<file path="config.mk">
export PLATFORM = sky130hd
export DESIGN_NAME = eth_gtp_bridge_top
export DESIGN_NICKNAME = d
export VERILOG_FILES = /design/src/verilog/eth_gtp_bridge_pkg.sv /design/src/verilog/reset_hold_timer.sv /design/src/verilog/mac_config_fsm.sv /design/src/verilog/rx_byte_fifo.sv /design/src/verilog/byte_to_word_packer.sv /design/src/verilog/eth_gtp_bridge_top.sv
export SDC_FILE = /design/constraint.sdc
export NUM_CORES = 1
export LEC_CHECK = 0
export ABC_AREA = 1
export CORE_MARGIN = 5
export CORE_UTILIZATION = 60
export DETAILED_ROUTE_END_ITERATION = 10
export DONT_BUFFER_PORTS = 1
export HOLD_SLACK_MARGIN = 0.03
export PLACE_DENSITY_LB_ADDON = 0.08
export SYNTH_ARGS = -nofsm -noshare
export SYNTH_HDL_FRONTEND = slang
export SYNTH_SLANG_ARGS = --single-unit
</file>
<file path="constraint.sdc">
create_clock -name gtp_usr_clk -period 3.1 [get_ports gtp_usr_clk]
set_input_delay 0 -clock gtp_usr_clk [delete_from_list [all_inputs] [get_ports gtp_usr_clk]]
set_output_delay 0 -clock gtp_usr_clk [all_outputs]
set_load 0.05 [all_outputs]
</file>
<file path="src/verilog/eth_gtp_bridge_pkg.sv">
`default_nettype none

package eth_gtp_bridge_pkg;

  // -------------------- stream widths
  localparam int BYTE_W = 8;                    // mac rx byte
  localparam int WORD_W = 16;                   // transmitter word
  localparam int KEEP_W = 2;                    // one keep bit per byte

  // -------------------- config channel
  localparam int CFG_ADDR_W = 12;               // mac register space
  localparam int CFG_DATA_W = 32;
  localparam int CFG_RESP_W = 2;
  localparam logic [CFG_RESP_W-1:0] RESP_OKAY = 2'b00;

  localparam int FIFO_DEPTH = 16;               // rx elastic buffer
  localparam int FIFO_PTR_W = 4;                // log2 of depth

  localparam int HOLD_CYCLES = 16;              // settle time after reset
  localparam int HOLD_CNT_W = 5;

  localparam int NUM_CFG_WRITES = 3;
  localparam int CFG_IDX_W = 2;                 // write list index

  // mac register map
  localparam logic [CFG_ADDR_W-1:0] REG_SPEED_ADDR = 12'h194;  // speed config
  localparam logic [CFG_ADDR_W-1:0] REG_RX_CFG_ADDR = 12'h404; // receiver config word 1
  localparam logic [CFG_ADDR_W-1:0] REG_TX_CFG_ADDR = 12'h408; // transmitter config
  localparam logic [CFG_DATA_W-1:0] SPEED_1G_VAL = 32'h8000_0000;  // bits 31:30 = 10
  localparam logic [CFG_DATA_W-1:0] RX_ENABLE_VAL = 32'h1000_0000; // bit 28
  localparam logic [CFG_DATA_W-1:0] TX_ENABLE_VAL = 32'h1000_0000; // bit 28

  typedef struct packed {
    logic [BYTE_W-1:0] data;                    // received byte
    logic              last;                    // frame end
  } rx_byte_t;

  typedef struct packed {
    logic [WORD_W-1:0] data;                    // first byte in [15:8]
    logic [KEEP_W-1:0] keep;                    // 2'b10 = high byte only
    logic              last;
  } tx_word_t;

  typedef struct packed {
    logic [CFG_ADDR_W-1:0] addr;
    logic [CFG_DATA_W-1:0] data;
  } cfg_wr_t;

  // entry 0 goes out first: speed, then rx, then tx
  localparam cfg_wr_t [NUM_CFG_WRITES-1:0] CFG_WRITE_LIST = {
    cfg_wr_t'{addr: REG_TX_CFG_ADDR, data: TX_ENABLE_VAL},
    cfg_wr_t'{addr: REG_RX_CFG_ADDR, data: RX_ENABLE_VAL},
    cfg_wr_t'{addr: REG_SPEED_ADDR, data: SPEED_1G_VAL}
  };

endpackage

`default_nettype wire

</file>
<file path="src/verilog/reset_hold_timer.sv">
`timescale 1ns/1ps
`default_nettype none

module reset_hold_timer (
  input  logic gtp_usr_clk,
  input  logic reset_i,           // sync, active high
  input  logic hold_start_i,      // load and start counting
  output logic hold_done_o        // single-cycle pulse at zero
);

  import eth_gtp_bridge_pkg::*;

  logic [HOLD_CNT_W-1:0] cnt_q;   // cycles left
  logic                  running_q;

  // zero reached while running, HOLD_CYCLES cycles after start
  assign hold_done_o = running_q && (cnt_q == '0);

  always_ff @(posedge gtp_usr_clk)
  begin
    if (reset_i)
    begin
      cnt_q     <= '0;
      running_q <= 1'b0;
    end
    else if (hold_start_i)
    begin
      cnt_q     <= HOLD_CNT_W'(HOLD_CYCLES - 1);  // done shows on the last count
      running_q <= 1'b1;
    end
    else if (hold_done_o)
      running_q <= 1'b0;                          // one pulse only
    else if (running_q)
      cnt_q <= cnt_q - 1'b1;
  end

endmodule

`default_nettype wire

</file>
<file path="src/verilog/mac_config_fsm.sv">
`timescale 1ns/1ps
`default_nettype none

module mac_config_fsm (
  input  logic                                      gtp_usr_clk,
  input  logic                                      reset_i,
  output logic                                      hold_start_o,     // to hold timer
  input  logic                                      hold_done_i,
  output eth_gtp_bridge_pkg::cfg_wr_t               cfg_wr_o,         // addr + data
  output logic                                      cfg_wr_valid_o,
  input  logic                                      cfg_wr_ready_i,
  input  logic [eth_gtp_bridge_pkg::CFG_RESP_W-1:0] cfg_resp_i,
  input  logic                                      cfg_resp_valid_i,
  output logic                                      cfg_resp_ready_o,
  output logic                                      datapath_en_o,    // release tx words
  output logic                                      config_done_o,
  output logic                                      config_error_o    // sticky
);

  import eth_gtp_bridge_pkg::*;

  typedef enum logic [1:0] {
    ST_HOLD  = 2'd0,              // waiting out the reset hold
    ST_WRITE = 2'd1,              // request on the channel
    ST_RESP  = 2'd2,              // waiting for write response
    ST_DONE  = 2'd3               // list finished
  } cfg_state_t;

  cfg_state_t           state_q;
  logic [CFG_IDX_W-1:0] idx_q;          // current write list entry
  logic                 hold_issued_q;  // timer already started
  logic                 error_q;
  logic                 wr_fire;
  logic                 resp_fire;
  logic                 last_entry;

  // -------------------- channel outputs
  assign cfg_wr_o         = CFG_WRITE_LIST[idx_q];
  assign cfg_wr_valid_o   = (state_q == ST_WRITE);
  assign cfg_resp_ready_o = (state_q == ST_RESP);
  assign wr_fire          = cfg_wr_valid_o && cfg_wr_ready_i;
  assign resp_fire        = cfg_resp_ready_o && cfg_resp_valid_i;
  assign last_entry       = (idx_q == CFG_IDX_W'(NUM_CFG_WRITES - 1));

  // kick the timer once, first cycle out of reset
  assign hold_start_o = (state_q == ST_HOLD) && !hold_issued_q;

  assign config_done_o  = (state_q == ST_DONE);
  assign datapath_en_o  = (state_q == ST_DONE);  // same as done
  assign config_error_o = error_q;

  // -------------------- sequencer
  always_ff @(posedge gtp_usr_clk)
  begin
    if (reset_i)
    begin
      state_q       <= ST_HOLD;
      idx_q         <= '0;
      hold_issued_q <= 1'b0;
    end
    else
    begin
      case (state_q)
        ST_HOLD:
        begin
          if (hold_start_o)
            hold_issued_q <= 1'b1;
          if (hold_done_i)
            state_q <= ST_WRITE;               // first request next cycle
        end
        ST_WRITE:
        begin
          if (wr_fire)
            state_q <= ST_RESP;
        end
        ST_RESP:
        begin
          if (resp_fire)
          begin
            if (last_entry)
              state_q <= ST_DONE;
            else
            begin
              idx_q   <= idx_q + 1'b1;         // next list entry
              state_q <= ST_WRITE;
            end
          end
        end
        default: state_q <= ST_DONE;          // stays until reset
      endcase
    end
  end

  // -------------------- error flag
  always_ff @(posedge gtp_usr_clk)
  begin
    if (reset_i)
      error_q <= 1'b0;
    else if (resp_fire && (cfg_resp_i != RESP_OKAY))
      error_q <= 1'b1;                        // slverr / decerr
  end

endmodule

`default_nettype wire

</file>
<file path="src/verilog/rx_byte_fifo.sv">
`timescale 1ns/1ps
`default_nettype none

module rx_byte_fifo (
  input  logic                           gtp_usr_clk,
  input  logic                           reset_i,
  input  eth_gtp_bridge_pkg::rx_byte_t   s_byte_i,   // from mac rx
  input  logic                           s_valid_i,
  output logic                           s_ready_o,  // low when full
  output eth_gtp_bridge_pkg::rx_byte_t   m_byte_o,   // to packer
  output logic                           m_valid_o,
  input  logic                           m_ready_i
);

  import eth_gtp_bridge_pkg::*;

  rx_byte_t              mem_q [FIFO_DEPTH];  // byte + last
  logic [FIFO_PTR_W-1:0] wr_ptr_q;
  logic [FIFO_PTR_W-1:0] rd_ptr_q;
  logic [FIFO_PTR_W:0]   count_q;             // 0 .. FIFO_DEPTH
  logic                  wr_en;
  logic                  rd_en;

  // -------------------- flags from registered count
  assign s_ready_o = (count_q != (FIFO_PTR_W + 1)'(FIFO_DEPTH));
  assign m_valid_o = (count_q != '0);
  assign m_byte_o  = mem_q[rd_ptr_q];          // head, first-word fall-through

  assign wr_en = s_valid_i && s_ready_o;
  assign rd_en = m_valid_o && m_ready_i;

  // storage
  always_ff @(posedge gtp_usr_clk)
  begin
    if (wr_en)
      mem_q[wr_ptr_q] <= s_byte_i;
  end

  // -------------------- pointers, count
  always_ff @(posedge gtp_usr_clk)
  begin
    if (reset_i)
    begin
      wr_ptr_q <= '0;
      rd_ptr_q <= '0;
      count_q  <= '0;
    end
    else
    begin
      if (wr_en)
        wr_ptr_q <= wr_ptr_q + 1'b1;           // wraps at depth
      if (rd_en)
        rd_ptr_q <= rd_ptr_q + 1'b1;
      case ({wr_en, rd_en})
        2'b10:   count_q <= count_q + 1'b1;
        2'b01:   count_q <= count_q - 1'b1;
        default: count_q <= count_q;           // both or neither
      endcase
    end
  end

endmodule

`default_nettype wire

</file>
<file path="src/verilog/byte_to_word_packer.sv">
`timescale 1ns/1ps
`default_nettype none

module byte_to_word_packer (
  input  logic                           gtp_usr_clk,
  input  logic                           reset_i,
  input  logic                           enable_i,   // config done
  input  eth_gtp_bridge_pkg::rx_byte_t   s_byte_i,
  input  logic                           s_valid_i,
  output logic                           s_ready_o,
  output eth_gtp_bridge_pkg::tx_word_t   m_word_o,   // to transmitter
  output logic                           m_valid_o,
  input  logic                           m_ready_i
);

  import eth_gtp_bridge_pkg::*;

  rx_byte_t stage_q;        // even byte waiting for its pair
  logic     stage_vld_q;
  tx_word_t out_q;          // word on offer
  logic     out_vld_q;
  tx_word_t word_d;
  logic     out_fire;
  logic     out_free;       // output slot empty or leaving
  logic     s_fire;
  logic     load_out;
  logic     load_stage;

  assign m_word_o  = out_q;
  assign m_valid_o = out_vld_q && enable_i;    // held back until config done
  assign out_fire  = m_valid_o && m_ready_i;
  assign out_free  = !out_vld_q || out_fire;

  // stage empty takes anything, a paired byte needs the output slot
  assign s_ready_o = !stage_vld_q || (out_free && !stage_q.last);
  assign s_fire    = s_valid_i && s_ready_o;

  // -------------------- word assembly
  always_comb
  begin
    load_out   = 1'b0;
    load_stage = 1'b0;
    word_d     = '0;
    if (stage_vld_q && stage_q.last && out_free)
    begin
      load_out    = 1'b1;                      // flush lone frame end
      word_d.data = {stage_q.data, {BYTE_W{1'b0}}};
      word_d.keep = 2'b10;
      word_d.last = 1'b1;
    end
    else if (s_fire && stage_vld_q)
    begin
      load_out    = 1'b1;                      // odd byte completes pair
      word_d.data = {stage_q.data, s_byte_i.data};  // first byte high
      word_d.keep = 2'b11;
      word_d.last = s_byte_i.last;
    end
    else if (s_fire && s_byte_i.last && out_free)
    begin
      load_out    = 1'b1;                      // odd-length frame, straight out
      word_d.data = {s_byte_i.data, {BYTE_W{1'b0}}};
      word_d.keep = 2'b10;
      word_d.last = 1'b1;
    end
    else if (s_fire)
      load_stage = 1'b1;                       // even byte, or last under stall
  end

  // -------------------- control
  always_ff @(posedge gtp_usr_clk)
  begin
    if (reset_i)
    begin
      stage_vld_q <= 1'b0;
      out_vld_q   <= 1'b0;
    end
    else
    begin
      if (load_stage)
        stage_vld_q <= 1'b1;
      else if (load_out)
        stage_vld_q <= 1'b0;                   // stage consumed
      if (load_out)
        out_vld_q <= 1'b1;
      else if (out_fire)
        out_vld_q <= 1'b0;
    end
  end

  // payload
  always_ff @(posedge gtp_usr_clk)
  begin
    if (load_stage)
      stage_q <= s_byte_i;
    if (load_out)
      out_q <= word_d;
  end

endmodule

`default_nettype wire

</file>
<file path="src/verilog/eth_gtp_bridge_top.sv">
`timescale 1ns/1ps
`default_nettype none

module eth_gtp_bridge_top (
  input  logic                                      gtp_usr_clk,
  input  logic                                      reset_i,
  // -------------------- rx byte stream
  input  eth_gtp_bridge_pkg::rx_byte_t              rx_byte_i,
  input  logic                                      rx_valid_i,
  output logic                                      rx_ready_o,
  // -------------------- tx word stream
  output eth_gtp_bridge_pkg::tx_word_t              tx_word_o,
  output logic                                      tx_valid_o,
  input  logic                                      tx_ready_i,
  // -------------------- mac config channel
  output eth_gtp_bridge_pkg::cfg_wr_t               cfg_wr_o,
  output logic                                      cfg_wr_valid_o,
  input  logic                                      cfg_wr_ready_i,
  input  logic [eth_gtp_bridge_pkg::CFG_RESP_W-1:0] cfg_resp_i,
  input  logic                                      cfg_resp_valid_i,
  output logic                                      cfg_resp_ready_o,
  // status
  output logic                                      config_done_o,
  output logic                                      config_error_o
);

  import eth_gtp_bridge_pkg::*;

  logic     hold_start;      // fsm -> timer
  logic     hold_done;       // timer -> fsm
  logic     datapath_en;     // fsm -> packer
  rx_byte_t fifo_byte;       // fifo head
  logic     fifo_valid;
  logic     fifo_ready;

  reset_hold_timer u_hold_timer (
    .gtp_usr_clk      (gtp_usr_clk),
    .reset_i          (reset_i),
    .hold_start_i     (hold_start),
    .hold_done_o      (hold_done)
  );

  mac_config_fsm u_cfg_fsm (
    .gtp_usr_clk      (gtp_usr_clk),
    .reset_i          (reset_i),
    .hold_start_o     (hold_start),
    .hold_done_i      (hold_done),
    .cfg_wr_o         (cfg_wr_o),
    .cfg_wr_valid_o   (cfg_wr_valid_o),
    .cfg_wr_ready_i   (cfg_wr_ready_i),
    .cfg_resp_i       (cfg_resp_i),
    .cfg_resp_valid_i (cfg_resp_valid_i),
    .cfg_resp_ready_o (cfg_resp_ready_o),
    .datapath_en_o    (datapath_en),
    .config_done_o    (config_done_o),
    .config_error_o   (config_error_o)
  );

  rx_byte_fifo u_rx_fifo (
    .gtp_usr_clk      (gtp_usr_clk),
    .reset_i          (reset_i),
    .s_byte_i         (rx_byte_i),
    .s_valid_i        (rx_valid_i),
    .s_ready_o        (rx_ready_o),   // drops when full
    .m_byte_o         (fifo_byte),
    .m_valid_o        (fifo_valid),
    .m_ready_i        (fifo_ready)
  );

  byte_to_word_packer u_packer (
    .gtp_usr_clk      (gtp_usr_clk),
    .reset_i          (reset_i),
    .enable_i         (datapath_en),
    .s_byte_i         (fifo_byte),
    .s_valid_i        (fifo_valid),
    .s_ready_o        (fifo_ready),
    .m_word_o         (tx_word_o),
    .m_valid_o        (tx_valid_o),
    .m_ready_i        (tx_ready_i)
  );

endmodule

`default_nettype wire

</file>
Yosys cells after proc, flatten, opt, wreduce, memory -nomap -nowiden:

Memories as Yosys holds them, arrays and structs flattened. A register that Yosys moved wholly into a read port is not among the register bits.
Index checks and enable logic that the tools add are counted.
Widths: inputs -> output; s select.

* RAM bits: 144
* bits of input ports: 17
* register bits after elaboration: 55
* logic and storage cells: 108
* memories kept: 1

Memories
* u_rx_fifo.mem_q: depth 16, width 9, rd ports 1, clocked after memory_dff 1, write ports 1, line rx_byte_fifo.sv:17 `rx_byte_t mem_q [FIFO_DEPTH];`

* reductions and logical operators: 37
* add/subtract/negate cells: 6
* bitwise operators: 2
* eq/ne operators: 11
* multiplexer cells: 31
* magnitude comparators: 1

Operator list (count)
* $bmux 44 s2: 1
* $mux 19: 3
* $mux 44: 1
* $mux 4: 5
* $logic_and 1x1->1: 15
* $mux 1: 15
* $reduce_bool 2->1: 6
* $pmux 5 s2: 1
* $sub 5x1->5 const B: 2
* $add 4x1->4 const B: 2
* $eq 2x2->1 const B: 4
* $mux 2: 4
* $ne 2x2->1 const B: 4
* $pmux 2 s3: 1
* $reduce_and 2->1: 3
* $reduce_and 3->1: 2
* $add 5x1->5 const B: 1
* $logic_not 5->1: 1
* $ne 5x5->1 const B: 1
* $reduce_bool 5->1: 1
* $eq 2x1->1 const B: 2
* $logic_not 1->1: 4
* $reduce_or 2->1: 2
* $lt 2x3->1 const B: 1
* other kinds (4): 6

Logic depth before layout (Yosys ltp):

* depth in word-level cells: 14
* gate-level depth with buffers: 18

Modules after synthesis:

Synthesis repeated with hierarchy kept, for this count alone.

* cells, all modules: 748
* area total of the unflattened synthesis: 8874.8 µm²

Modules (own cells, without submodules)
* rx_byte_fifo: cells an instance 516, area an instance 6726.5 µm², seq. area each 4664.5 µm², instances 1
* byte_to_word_packer: cells an instance 90, area an instance 1134.8 µm², seq. area each 880.8 µm², instances 1
* mac_config_fsm: cells an instance 91, area an instance 663.1 µm², seq. area each 120.1 µm², instances 1
* reset_hold_timer: cells an instance 51, area an instance 350.3 µm², seq. area each 120.1 µm², instances 1

Least setup slack after synthesis:

Ideal clock, no wire load.

* kind: register -> register
* start point: register u_rx_fifo.count_q[1]
* end point: register u_rx_fifo.count_q[4]
* cell stages (with the launch flop): 16
* arrival: 2449 ps
* library setup time: 70 ps
* setup slack: 581 ps
* clock period less this slack: 2519 ps
* cells stage by stage: dfxtp_1 nor2_1 nand4_1 nand2_1 ha_1 clkbuf_2 xor2_1 ha_1 inv_1 nand2_1 nand2_1 nand2_1 nand2_1 nand2_1 nand2_1 a21oi_1

* word-level cells in the longest chain between the ends: 4
* elaborated cells on any way between the ends: 10
* classes of those cells: add/sub: 2; eq/ne: 3; mux: 1; reduce/logical: 4

Ends and longest elaborated chain
* from (decl): line rx_byte_fifo.sv:20 `logic [FIFO_PTR_W:0] count_q;`
* from (signal assigned): line rx_byte_fifo.sv:55 `2'b10: count_q <= count_q + 1'b1;`
* from (signal assigned): line rx_byte_fifo.sv:56 `2'b01: count_q <= count_q - 1'b1;`
* from (signal assigned): line rx_byte_fifo.sv:57 `default: count_q <= count_q;`
* $ne 5x5->1 (*): line rx_byte_fifo.sv:25 `assign s_ready_o = (count_q != (FIFO_PTR_W + 1)'(FIFO_DEPTH));`
* named net rx_ready_o: line eth_gtp_bridge_top.sv:10 `output logic rx_ready_o,`
* $logic_and 1x1->1 (*): line rx_byte_fifo.sv:29 `assign wr_en = s_valid_i && s_ready_o;`
* $eq 2x1->1 / $eq 2x2->1 (equally long branches): line rx_byte_fifo.sv:54 `case ({wr_en, rd_en})`
* $pmux 5 s2 / $reduce_bool 2->1 (equally long branches)

Mark *: on every way through the listed nets, which the timed path passes. The rest lies on a longest branch.
A chain may end at the register's enable or synchronous reset.

Worst setup path after layout:

* start point: register u_rx_fifo.count_q[1]
* end point: register u_rx_fifo.count_q[4]

* word-level cells in the longest chain between the ends: 4
* elaborated cells on any way between the ends: 10
* classes of those cells: add/sub: 2; eq/ne: 3; mux: 1; reduce/logical: 4

Ends and longest elaborated chain
* parallel branches: the longest is 4 deep, another holds $sub 5x1->5

Parallel ways; which one is timed is not known.

==> results.json <==
{
  "status": "completed",
  "row_count": 44,
  "synth_top_family_by_area": "simple AND/OR/NAND/NOR gates",
  "first_iter_violations": 601,
  "timing.fmax_mhz": 422,
  "core_mm2": 0.0145,
  "rsz0062_at_grt": "false",
  "slew_violations": 0,
  "avgRoutedWirePerCell_um": 17.6,
  "dpl_cell_area_mm2": 0.00892,
  "clock-sinks": 203,
  "drive_gt1_share_pct": 8.58,
  "synth_xor_xnor_area_share_pct": 0.496,
  "leakagePower_nw": 3.77,
  "fin_crit_sh_pct": 76.5,
  "wirelength_um": 18400,
  "synth_top_cell_area_share_pct": 58.5,
  "overflow": 0,
  "hold_start": "cfg_resp_i[1]",
  "grt_use_met1_pct": 29.5,
  "min_path_cells": 3,
  "syn_area_mm2": 0.00882,
  "worstRegToRegCells": 15,
  "nets": 878,
  "die_area_mm2": 0.0172,
  "busiest_layer": "met2",
  "p_total_mw": 8.84,
  "ys_ff_latch": 203,
  "start_util_pct": 60.9,
  "cts_max_level": 1,
  "grt_max_degree": 96,
  "setup_violations": 0,
  "cp_slowest_cell": "ha_1",
  "endpoint_kind": "flop",
  "skew_ns": 0.00817,
  "finalWeightedCongestion": 0.816,
  "vdd_drop_max_v": 0.000502,
  "portBuffers": 0,
  "max-slew-margin-rel_pct": 32.2,
  "p_per_area_mw_per_mm2": 907,
  "numCtsBuffers": 21,
  "dp_cells": 993,
  "synth_compound_area_share_pct": 7.59,
  "fin_util_pct": 67.3,
  "required_ns": 3.52,
  "synth_area_leader_cell": "edfxtp_1",
  "synthMuxAreaShare_pct": 0,
  "seq_area_frac_synth_pct": 65.6,
  "cp.arrival_ns": 2.79,
  "route.detailed.drc": 0,
  "timing.rr.start": "u_rx_fifo.count_q[1]",
  "critPathKind": "flop to flop",
  "grt_pass1_vias": 5337,
  "grt_pass1_wl_um": 28700,
  "syn-instance-count": 817,
  "cts_tree": "done",
  "yosysUniqueCellTypes": 31,
  "crit_chain": "nor2_1 -> nand4_1 -> buf_4 -> nand2_1 -> ha_1 -> xor2_1 -> ha_1 -> inv_1 -> nand2_1 -> nand2_1 -> nand2_1 -> nand2_1 -> nand2_1 -> nand2_1 -> a21oi_1",
  "r2r-end": "u_rx_fifo.count_q[4]",
  "area_growth_pct": 10.5,
  "grt_use_total_pct": 20.6,
  "min_path_type": "input port to flop",
  "clock_latency_ns": 0.49,
  "die_w_um": 131,
  "r2r_slack_ns": 0.73,
  "preCtsSetupSlack_ns": 0.747,
  "synthAdderAreaFrac_pct": 1.70,
  "max_stage_delay_ns": 0.36,
  "drt_first_pass_iters": 5,
  "yosys_warnings": 0,
  "cap_violations": 0,
  "via_per_inst": 5.42,
  "finalCriticalPeriod_ns": 2.37,
  "ys_top_cells_by_area": "edfxtp_1, dfxtp_1, nand2_1",
  "final_cells": 1047,
  "worst_pin_slew_ns": 1.02,
  "boundaryPins": 86,
  "antenna_left": 0,
  "cp_max_fo": 7,
  "clk_path_buf_depth": 3,
  "layout_setup_ws_ns": 0.729,
  "start_kind": "flop",
  "use_met2_pct": 33.2,
  "setup-tns-final_ns": 0,
  "use_met3_pct": 3.56,
  "dpl.hpwl_um": 11900,
  "final_cell_area_mm2": 0.00975,
  "clkSlewWorstSetupHoldPaths_ns": 0.06,
  "vias": 5673,
  "holdPathEnd": "u_cfg_fsm.config_error_o",
  "antenna_found_initial": 2,
  "cts-root-buf": "clkbuf_16",
  "cp_common_cell": "nand2_1",
  "whs_ns": 0.302,
  "hold_violations": 0,
  "post-cts-setup-buffers": 0,
  "syn_avg_cell_area_um2": 10.8,
  "synth-simple-area-share_pct": 15.5,
  "die_h_um": 131
}
## power by group
part           leakage [nW]  switching [mW]  total (mW)  internal (mW)
Clock                 0.320           0.982        2.41           1.43
Combinational          1.62            1.70        2.36          0.665
Sequential             1.83           0.601        4.07           3.46
## synth_stat cells
cell type	instances
a21oi_1	37
buf_1	1
buf_2	10
buf_4	42
buf_6	7
clkbuf_1	9
clkbuf_2	1
clkinv_1	2
clkinv_2	1
conb_1	1
dfxtp_1	31
edfxtp_1	172
ha_1	12
inv_1	77
inv_2	4
nand2_1	131
nand2_2	3
nand2_4	3
nand3_1	60
nand3_2	1
nand4_1	13
nor2_1	105
nor2_2	1
nor2_4	2
nor3_1	2
o211ai_1	24
o21ai_0	52
o21ai_1	7
o21ai_2	1
xnor2_1	2
xor2_1	3
## registers in the layout, indices dropped and copies added, names as in the netlist, named ones only
register / flops
u_rx_fifo.wr_ptr_q: 4
u_hold_timer.running_q: 1
u_rx_fifo.mem_q: 144
u_cfg_fsm.hold_issued_q: 1
u_packer.m_word_o: 19
u_rx_fifo.count_q: 5
u_cfg_fsm.idx_q: 2
u_rx_fifo.rd_ptr_q: 4
u_packer.out_vld_q: 1
u_packer.stage_q: 9
u_hold_timer.cnt_q: 5
u_packer.stage_vld_q: 1
u_cfg_fsm.config_error_o: 1
u_cfg_fsm.state_q: 2
## layout by cell type (no fill, tap or decap), types with 24 or more instances in the layout
cell type / instances
a21oi_1: 37
buf_4: 26
conb_1: 36
dfxtp_1: 30
edfxtp_1: 172
inv_1: 77
nand2_1: 131
nand3_1: 60
nor2_1: 105
o211ai_1: 24
o21ai_0: 52
## logic make-up (layout without fill, tap and decap cells)
logic type               count (synthesis)  in the layout
other                                    1             37
AO/OA/AOI/OAI                          121            121
AND/OR/NAND/NOR                        321            321
adder cells (fa/ha/maj)                 12             12
XOR/XNOR                                 5              5
flip-flops                             203            203
buffers and inverters                  154            164
## routing by layer
layer	vias up	routed length, um
met5	-	7
met4	2	336
met3	27	1270
met2	202	8620
met1	2675	8200
li1	2767	-
## worst max-delay path by stage
stage / start / to / slack, ns / cells after the start
2_1_floorplan: u_rx_fifo.count_q[1] / u_rx_fifo.count_q[4] / 0.58 / 15
3_3_place_gp: u_cfg_fsm.state_q[1] / u_rx_fifo.count_q[4] / 0.87 / 17
3_5_place_dp: u_cfg_fsm.state_q[1] / u_rx_fifo.count_q[4] / 0.75 / 17
4_1_cts: u_rx_fifo.count_q[1] / u_rx_fifo.count_q[4] / 0.73 / 15
5_1_grt: u_cfg_fsm.state_q[1] / u_rx_fifo.count_q[4] / 0.49 / 17
6_report: u_rx_fifo.count_q[1] / u_rx_fifo.count_q[4] / 0.73 / 15
## what timing repair did
action | 4_1_cts | 5_1_grt
gates resized for setup | 0 | 0
hold endpoints to repair | 175 | 0
hold buffers | 17 | 0
## area by class of cell
type	count	area (um^2)
Sequential cell	203	5790
Fill cell	1064	4730
Multi-Input combinational cell	495	2370
Clock buffer	26	554
Timing Repair Buffer	44	385
Inverter	84	317
Tap cell	184	230
Clock inverter	10	103
Antenna cell	1	2.50
## critical path, delay by kind of cell, from the launching register on
kind | cells | cell delay (ns)
AOI/OAI and AO/OA | 1 | 0.11
xor gates and xnor gates | 1 | 0.23
adders and majority gates | 2 | 0.53
buffers and inverters | 2 | 0.24
DFF | 1 | 0.34
and+or+nand+nor | 9 | 0.84
No activity file was read; power rests on OpenSTA's default activity.
